**src/design/div_pkg.sv**
```systemverilog
package div_pkg;

    // ******************************
    // operand and queue word types.
    // ******************************
    typedef logic [63:0] xlen_t;  // full width operand or result.
    typedef logic [31:0] half_t;  // W form operand.

    localparam int CMD_W = 130;
    localparam int RES_W = 128;

    // {divw, signed, divisor, dividend}.
    typedef logic [CMD_W-1:0] cmd_word_t;

    // {quotient, remainder}.
    typedef logic [RES_W-1:0] res_word_t;

    // flags sit above the divisor (127..64) and the dividend (63..0).
    localparam int CMD_SIGNED_BIT = 128;
    localparam int CMD_DIVW_BIT   = 129;

    // ******************************
    // divider FSM.
    // ******************************
    typedef enum logic [1:0] {
        S_IDLE,
        S_RUN,
        S_DONE
    } div_state_e;

endpackage

```
**src/design/wb_pkg.sv**
```systemverilog
package wb_pkg;

    typedef logic [63:0] wb_data_t;
    typedef logic [2:0]  wb_addr_t;  // word address.

    // ******************************
    // register map.
    // ******************************
    localparam wb_addr_t REG_DIVIDEND  = 3'd0;  // write only.
    localparam wb_addr_t REG_DIVISOR   = 3'd1;  // write only.
    localparam wb_addr_t REG_CTRL      = 3'd2;  // write queues the operation.
    localparam wb_addr_t REG_QUOTIENT  = 3'd3;  // read without pop.
    localparam wb_addr_t REG_REMAINDER = 3'd4;  // read pops the result.
    localparam wb_addr_t REG_STATUS    = 3'd5;

    // control word bits.
    localparam int CTRL_SIGNED_BIT = 0;
    localparam int CTRL_DIVW_BIT   = 1;

    // status word bits.
    localparam int STAT_RESULT_BIT   = 0;
    localparam int STAT_CMD_FULL_BIT = 1;

endpackage

```
**src/design/op_fifo.sv**
```systemverilog
`timescale 1ns/100ps

module op_fifo #(
    parameter int WIDTH = 8,
    parameter int DEPTH = 4
) (
    input  logic             clk,
    input  logic             rst,
    input  logic             push,
    input  logic [WIDTH-1:0] push_data,
    output logic             full,
    input  logic             pop,
    output logic [WIDTH-1:0] pop_data,
    output logic             empty
);

    localparam int AW = $clog2(DEPTH);

    logic [WIDTH-1:0] mem [DEPTH];
    logic [AW:0]      wr_ptr;  // extra msb tells full from empty.
    logic [AW:0]      rd_ptr;
    logic             do_push;
    logic             do_pop;

    assign empty = (wr_ptr == rd_ptr);
    assign full  = (wr_ptr[AW] != rd_ptr[AW]) && (wr_ptr[AW-1:0] == rd_ptr[AW-1:0]);

    assign do_push = push && !full;  // push on full is dropped.
    assign do_pop  = pop && !empty;

    // show-ahead head.
    assign pop_data = mem[rd_ptr[AW-1:0]];

    always_ff @(posedge clk or posedge rst) begin
        if (rst) begin
            wr_ptr <= '0;
            rd_ptr <= '0;
        end else begin
            if (do_push) begin
                wr_ptr <= wr_ptr + 1;
            end
            if (do_pop) begin
                rd_ptr <= rd_ptr + 1;
            end
        end
    end

    always_ff @(posedge clk) begin
        if (do_push) begin
            mem[wr_ptr[AW-1:0]] <= push_data;
        end
    end

endmodule

```
**src/design/div_core.sv**
```systemverilog
`timescale 1ns/100ps

module div_core (
    input  logic               clk,
    input  logic               rst,
    output logic               cmd_pop,
    input  div_pkg::cmd_word_t cmd_data,
    input  logic               cmd_empty,
    output logic               res_push,
    output div_pkg::res_word_t res_data,
    input  logic               res_full
);

    div_pkg::div_state_e state;
    logic [5:0]          cnt;
    logic [5:0]          last_cnt;

    // command fields.
    div_pkg::xlen_t a;
    div_pkg::xlen_t b;
    div_pkg::half_t a_w;
    div_pkg::half_t b_w;
    logic           sgn;
    logic           w;
    logic           a_neg;
    logic           b_neg;
    logic           zero_in;
    logic           ovf_in;
    div_pkg::xlen_t quo_ld;
    div_pkg::xlen_t dvs_ld;

    // latched operation.
    div_pkg::xlen_t rem;  // partial remainder.
    div_pkg::xlen_t quo;  // dividend shifts out, quotient shifts in.
    div_pkg::xlen_t dvs;  // divisor magnitude.
    div_pkg::xlen_t dvd;  // dividend as the special results need it.
    logic           is_w;
    logic           q_neg;
    logic           r_neg;
    logic           div_zero;
    logic           ovf;
    logic           special;

    logic [64:0]    shifted;
    logic [64:0]    diff;
    div_pkg::xlen_t q_fix;
    div_pkg::xlen_t r_fix;
    div_pkg::xlen_t q_out;
    div_pkg::xlen_t r_out;

    // ******************************
    // command decode.
    // ******************************
    assign a     = cmd_data[63:0];
    assign b     = cmd_data[127:64];
    assign sgn   = cmd_data[div_pkg::CMD_SIGNED_BIT];
    assign w     = cmd_data[div_pkg::CMD_DIVW_BIT];
    assign a_w   = a[31:0];  // upper bits ignored for W.
    assign b_w   = b[31:0];
    assign a_neg = sgn && (w ? a_w[31] : a[63]);
    assign b_neg = sgn && (w ? b_w[31] : b[63]);

    assign zero_in = w ? (b_w == '0) : (b == '0);
    assign ovf_in  = sgn && (w ? (a_w == {1'b1, 31'b0}) && (b_w == '1)
                               : (a == {1'b1, 63'b0}) && (b == '1));

    always_comb begin
        if (w) begin
            // W dividend sits high so 32 shifts bring it through.
            quo_ld = {(a_neg ? -a_w : a_w), 32'b0};
            dvs_ld = {32'b0, (b_neg ? -b_w : b_w)};
        end else begin
            quo_ld = a_neg ? -a : a;
            dvs_ld = b_neg ? -b : b;
        end
    end

    assign cmd_pop  = (state == div_pkg::S_IDLE) && !cmd_empty;
    assign res_push = (state == div_pkg::S_DONE) && !res_full;

    assign special  = div_zero || ovf;
    assign last_cnt = is_w ? 6'd31 : 6'd63;

    // ******************************
    // FSM.
    // ******************************
    always_ff @(posedge clk or posedge rst) begin
        if (rst) begin
            state <= div_pkg::S_IDLE;
            cnt   <= '0;
        end else begin
            case (state)
                div_pkg::S_IDLE: begin
                    if (!cmd_empty) begin
                        state <= div_pkg::S_RUN;
                        cnt   <= '0;
                    end
                end
                div_pkg::S_RUN: begin
                    cnt <= cnt + 1;
                    // special cases leave right after the load cycle.
                    if (special || cnt == last_cnt) begin
                        state <= div_pkg::S_DONE;
                    end
                end
                div_pkg::S_DONE: begin
                    if (!res_full) begin
                        state <= div_pkg::S_IDLE;
                    end
                end
                default: state <= div_pkg::S_IDLE;
            endcase
        end
    end

    // restoring step gives one quotient bit.
    assign shifted = {rem, quo[63]};
    assign diff    = shifted - {1'b0, dvs};

    always_ff @(posedge clk) begin
        if (cmd_pop) begin
            rem      <= '0;
            quo      <= quo_ld;
            dvs      <= dvs_ld;
            dvd      <= w ? {{32{a_w[31]}}, a_w} : a;
            is_w     <= w;
            q_neg    <= a_neg ^ b_neg;
            r_neg    <= a_neg;  // remainder takes the dividend sign.
            div_zero <= zero_in;
            ovf      <= ovf_in;
        end else if (state == div_pkg::S_RUN && !special) begin
            if (!diff[64]) begin
                rem <= diff[63:0];
                quo <= {quo[62:0], 1'b1};
            end else begin
                rem <= shifted[63:0];  // borrow means the shifted value stays.
                quo <= {quo[62:0], 1'b0};
            end
        end
    end

    // ******************************
    // result fix-up.
    // ******************************
    always_comb begin
        q_fix = q_neg ? -quo : quo;
        r_fix = r_neg ? -rem : rem;
        if (is_w) begin
            q_fix = {{32{q_fix[31]}}, q_fix[31:0]};
            r_fix = {{32{r_fix[31]}}, r_fix[31:0]};
        end
        if (div_zero) begin
            q_out = '1;
            r_out = dvd;
        end else if (ovf) begin
            q_out = dvd;
            r_out = '0;
        end else begin
            q_out = q_fix;
            r_out = r_fix;
        end
    end

    assign res_data = {q_out, r_out};

endmodule

```
**src/design/wb_div_regs.sv**
```systemverilog
`timescale 1ns/100ps

module wb_div_regs (
    input  logic               clk,
    input  logic               rst,
    input  logic               cyc,
    input  logic               stb,
    input  logic               we,
    input  wb_pkg::wb_addr_t   adr,
    input  wb_pkg::wb_data_t   dat_w,
    output wb_pkg::wb_data_t   dat_r,
    output logic               ack,
    output logic               cmd_push,
    output div_pkg::cmd_word_t cmd_data,
    input  logic               cmd_full,
    output logic               res_pop,
    input  div_pkg::res_word_t res_data,
    input  logic               res_empty
);

    div_pkg::xlen_t   dividend;
    div_pkg::xlen_t   divisor;
    div_pkg::xlen_t   res_quo;
    div_pkg::xlen_t   res_rem;
    wb_pkg::wb_data_t status;
    wb_pkg::wb_data_t rd_data;
    logic             req;
    logic             ctrl_wr;
    logic             ack_next;

    assign req     = cyc && stb && !ack;  // request not yet answered.
    assign ctrl_wr = req && we && (adr == wb_pkg::REG_CTRL);

    // control writes wait for room in the command FIFO.
    assign cmd_push = ctrl_wr && !cmd_full;
    assign ack_next = ctrl_wr ? !cmd_full : req;

    assign res_pop = req && !we && (adr == wb_pkg::REG_REMAINDER) && !res_empty;

    assign {res_quo, res_rem} = res_data;

    always_comb begin
        cmd_data = {2'b00, divisor, dividend};
        cmd_data[div_pkg::CMD_DIVW_BIT]   = dat_w[wb_pkg::CTRL_DIVW_BIT];
        cmd_data[div_pkg::CMD_SIGNED_BIT] = dat_w[wb_pkg::CTRL_SIGNED_BIT];
    end

    // ******************************
    // read mux.
    // ******************************
    always_comb begin
        status = '0;
        status[wb_pkg::STAT_RESULT_BIT]   = !res_empty;
        status[wb_pkg::STAT_CMD_FULL_BIT] = cmd_full;
        case (adr)
            wb_pkg::REG_QUOTIENT:  rd_data = res_empty ? '0 : res_quo;
            wb_pkg::REG_REMAINDER: rd_data = res_empty ? '0 : res_rem;
            wb_pkg::REG_STATUS:    rd_data = status;
            default:               rd_data = '0;  // write-only registers.
        endcase
    end

    always_ff @(posedge clk or posedge rst) begin
        if (rst) begin
            ack <= 1'b0;
        end else begin
            ack <= ack_next;
        end
    end

    always_ff @(posedge clk) begin
        if (req && we && adr == wb_pkg::REG_DIVIDEND) begin
            dividend <= dat_w;
        end
        if (req && we && adr == wb_pkg::REG_DIVISOR) begin
            divisor <= dat_w;
        end
        if (req && !we) begin
            dat_r <= rd_data;  // valid with ack.
        end
    end

endmodule

```
**src/design/div_unit_top.sv**
```systemverilog
`timescale 1ns/100ps

module div_unit_top #(
    parameter int CMD_DEPTH = 4,
    parameter int RES_DEPTH = 2
) (
    input  logic             clk,
    input  logic             rst,
    input  logic             cyc,
    input  logic             stb,
    input  logic             we,
    input  wb_pkg::wb_addr_t adr,
    input  wb_pkg::wb_data_t dat_w,
    output wb_pkg::wb_data_t dat_r,
    output logic             ack
);

    logic               cmd_push;
    div_pkg::cmd_word_t cmd_in;
    logic               cmd_full;
    logic               cmd_pop;
    div_pkg::cmd_word_t cmd_head;
    logic               cmd_empty;

    logic               res_push;
    div_pkg::res_word_t res_in;
    logic               res_full;
    logic               res_pop;
    div_pkg::res_word_t res_head;
    logic               res_empty;

    wb_div_regs u_regs (
        .clk      (clk),
        .rst      (rst),
        .cyc      (cyc),
        .stb      (stb),
        .we       (we),
        .adr      (adr),
        .dat_w    (dat_w),
        .dat_r    (dat_r),
        .ack      (ack),
        .cmd_push (cmd_push),
        .cmd_data (cmd_in),
        .cmd_full (cmd_full),
        .res_pop  (res_pop),
        .res_data (res_head),
        .res_empty(res_empty)
    );

    op_fifo #(
        .WIDTH(div_pkg::CMD_W),
        .DEPTH(CMD_DEPTH)
    ) cmd_fifo (
        .clk      (clk),
        .rst      (rst),
        .push     (cmd_push),
        .push_data(cmd_in),
        .full     (cmd_full),
        .pop      (cmd_pop),
        .pop_data (cmd_head),
        .empty    (cmd_empty)
    );

    div_core u_core (
        .clk      (clk),
        .rst      (rst),
        .cmd_pop  (cmd_pop),
        .cmd_data (cmd_head),
        .cmd_empty(cmd_empty),
        .res_push (res_push),
        .res_data (res_in),
        .res_full (res_full)
    );

    op_fifo #(
        .WIDTH(div_pkg::RES_W),
        .DEPTH(RES_DEPTH)
    ) res_fifo (
        .clk      (clk),
        .rst      (rst),
        .push     (res_push),
        .push_data(res_in),
        .full     (res_full),
        .pop      (res_pop),
        .pop_data (res_head),
        .empty    (res_empty)
    );

endmodule

```
**config.mk**
```make
export PLATFORM = sky130hd
export DESIGN_NAME = div_unit_top
export DESIGN_NICKNAME = d
export VERILOG_FILES = /design/src/design/div_pkg.sv /design/src/design/wb_pkg.sv /design/src/design/op_fifo.sv /design/src/design/div_core.sv /design/src/design/wb_div_regs.sv /design/src/design/div_unit_top.sv
export SDC_FILE = /design/constraint.sdc
export NUM_CORES = 2
export LEC_CHECK = 0
export BUFFER_PORTS_ARGS = -buffer_cell sky130_fd_sc_hd__buf_2
export CORE_MARGIN = 3
export CORE_UTILIZATION = 52
export CTS_CLUSTER_SIZE = 8
export DETAILED_ROUTE_END_ITERATION = 12
export HOLD_SLACK_MARGIN = 0.1
export PLACE_DENSITY = 0.64
export REMOVE_ABC_BUFFERS = 1
export SLEW_MARGIN = 20
export SYNTH_ARGS = -nofsm -noshare
export SYNTH_HDL_FRONTEND = slang
export SYNTH_SLANG_ARGS = --single-unit
```
**constraint.sdc**
```tcl
create_clock -name clk -period 9.9 [get_ports clk]
set_input_delay 2.97 -clock clk [delete_from_list [all_inputs] [get_ports clk]]
set_output_delay 2.97 -clock clk [all_outputs]
set_load 0.01 [all_outputs]
```
==> out/qor.txt <==
Synth Area per Inst: 13.5 um^2
Die width: 336 um
Clk Latency, worst-skew pair: 780 ps
Drc violations: 0
Synth area leaders: edfxtp_1, mux4_2, nand2_1, o21ai_0, mux2i_1
Critical-path cell list: buf_12 > nand2_1 > o21ai_4 > buf_4 > clkinv_1 > nand2_1 > buf_4 > nand2_1 > nand2_1 > buf_4 > inv_1 > o31ai_1 > xor2_1 > nor2_1 > a21oi_1 > o21ai_0
Max layer used: met5
Post-DP HPWL: 98.0 mm
Fmax: 0.185 GHz
DRT iter0 DRCs: 3410
EDFF count, synth: 1165
Startpoint Class: flip-flop
Synth Cell Area: 56600 um^2
Initial antenna violation count: 2
Final Skew: 43.7 ps
Global-route wire length before repair: 213 mm
Synthesis-to-finish area growth: 12.4%
Total gr overflow: 0
Worst endpoint data arrival time: 5890 ps
Lkg Pwr: 21.9 nW
Setup bufs post-CTS: 0
Crit path capture type: flip-flop
Die Ht: 336 um
Outcome: completed
# resized after CTS: 0
Post-synth top area share: 0.618
Ports: 137
Max clock buf depth: 3
Power Dens Cells: 327 nW/um^2
All-Layer GR Usage: 0.252
Peak supply drop: 0.000235 V
Most frequent cell after synthesis: edfxtp_1
Top cells by instance count after synthesis: edfxtp_1, nand2_1, o21ai_0
Port Buffers: 136
Cell area after layout: 63600 um^2
Pre-Repair DR Iteration Count: 7
Nets: 4503
CTS tree: built
Syn Inst Count: 4200
HP Class: flip-flop to flip-flop
Vias in the first global route: 34000
Clock sinks: 1248
CTS buffer count: 175
Max Slew Vio Count: 0
Met2 wire length: 64.9 mm
DR vias/cell: 5.98
Yosys cell types: 83
RSZ-0062 raised after global routing: no
Synth Register Bits: 1248
Maxcap violations: 0
# fillers: 8378
Crit path kind: flip-flop to flip-flop
Row count: 120
Met3 wire length: 8.40 mm
Critical-path maximum fanout: 102
Core Footprint: 108000 um^2
Hold_ws: 488 ps
Slowest cell on crit path: dfrtp_4
Crit path time final: 5400 ps
Ys flop type: edfxtp_1
Detailed Route WL: 141 mm
Met1 wire length: 64.1 mm
Die area: 113000 um^2
Initial core utilization: 0.526
CP max stage delay: 870 ps
Relative slew margins: 0.106
Most frequent CP cell: nand2_1
WL per Instance: 24.3 um
Least-Margin Pin Slew: 1330 ps
Final Cycle Share: 0.546
Power, Total: 0.0208 W
Routed Antenna Nets: 0
Root Buffer: clkbuf_16
# hold bufs at CTS: 0
Placement Cell Area: 58700 um^2
Buf/Inv on CP: 6
Required @ worst endpoint: 10390 ps
Share of cells above drive strength 1: 0.129
Gpl congestion: 0.982
Ys Warns: 0
Asr flop ratio synth: 0.0152
Pin count of the biggest net entering global routing: 132
Finish-stage setup viols: 0
CTS clock-pin slew for the worst setup and hold paths: 50 ps
CP top delay family: buffers and inverters
H-tree levels: 4
Final hold vios: 0
Cell taking the most area after synthesis: edfxtp_1
Sequential share of the synthesized area: 0.649
DR vias: 34800
[state kept, by name, indices dropped and copies added, names as in the netlist, 2 cells and up]
register and flops:
res_fifo.rd_ptr 2, u_regs.divisor 64, u_core.quo 64, u_regs.dividend 64, u_core.rem 64, u_core.cnt 6, u_core.dvs 64, u_core.state 2
u_core.dvd 64, cmd_fifo.mem 520, res_fifo.wr_ptr 2, res_fifo.mem 256, u_regs.dat_r 64, cmd_fifo.rd_ptr 3, cmd_fifo.wr_ptr 3
[cell type report]
cell class | instances | area [um^2] | area share
well taps | 1403 | 1760 | 0.0276
diodes | 1 | 2.50 | 0.0000393
repair buffers | 187 | 1100 | 0.0173
multi-input cells | 2630 | 18600 | 0.293
inverters | 113 | 429 | 0.00675
flip-flops and latches | 1248 | 36800 | 0.578
clock inverters | 20 | 415 | 0.00653
clock buffers | 208 | 4510 | 0.0710
[placed cells by master, fill, tap and decap left out, drive strengths merged, types with 27 or more instances in the layout]
| cell type | instances |
|---|---|
| a21oi | 196 |
| buf | 187 |
| clkbuf | 208 |
| dfxtp | 64 |
| edfxtp | 1165 |
| ha | 75 |
| inv | 115 |
| mux2i | 154 |
| mux4 | 129 |
| nand2 | 479 |
| nand3 | 39 |
| nand4 | 35 |
| nor2 | 279 |
| nor3 | 45 |
| o211ai | 27 |
| o21a | 30 |
| o21ai | 332 |
| o22a | 62 |
| o31ai | 70 |
| or3 | 54 |
| xnor2 | 157 |
| xor2 | 160 |
[per-stage QoR]
step / setup TNS [ps] / std cells / util / setup slack [ps]
floorplan: -1640500 / 3991 / - / -7020
global placement: 0 / 5581 / 0.546 / 3840
global route: 0 / 5809 / 0.592 / 4030
finish: 0 / 5810 / 0.592 / 4500
CTS: 0 / 5809 / 0.592 / 4380
detailed placement: 0 / 5581 / 0.546 / 3790
[routing by layer]
metal	global-route usage	vias to the layer above
li1	-	16100
met2	0.388	1112
met4	0.0792	2
met3	0.0364	189
met5	0	-
met1	0.374	17300
[cells by family (layout without fill, tap and decap cells)]
kind of cell,count (synthesis),in the layout,synth area share
DFF,1248,1248,0.649
and+or+nand+nor,1079,1079,0.0866
AOI/OAI and AO/OA,874,874,0.0963
buffers and inverters,322,528,0.0227
xor gates and xnor gates,317,317,0.0491
muxes,284,284,0.0788
adders and majority gates,76,76,0.0169
other,0,1,0
[worst paths after layout]
kind                               startpoint                   to  slack [ps]  cells after the start
setup / recovery           cmd_fifo.rd_ptr[0]       u_core.quo[52]        4500                     16
max in group asynchronous                 rst   res_fifo.rd_ptr[0]        6970                      2
hold reg to reg             u_regs.divisor[6]  cmd_fifo.mem[2][70]         490                      0
min in group asynchronous                 rst        u_core.cnt[3]        2330                      2
hold / removal              u_regs.divisor[6]  cmd_fifo.mem[2][70]         490                      0
setup reg to reg           cmd_fifo.rd_ptr[0]       u_core.quo[52]        4500                     16
[where the power goes]
part           total, W  switching [W]  internal (W)  leakage (nW)
registers       0.00780       0.000599       0.00720          11.4
logic           0.00764        0.00509       0.00255          8.12
clock network   0.00535        0.00216       0.00320          2.37
No activity file was read; power rests on OpenSTA's default activity.
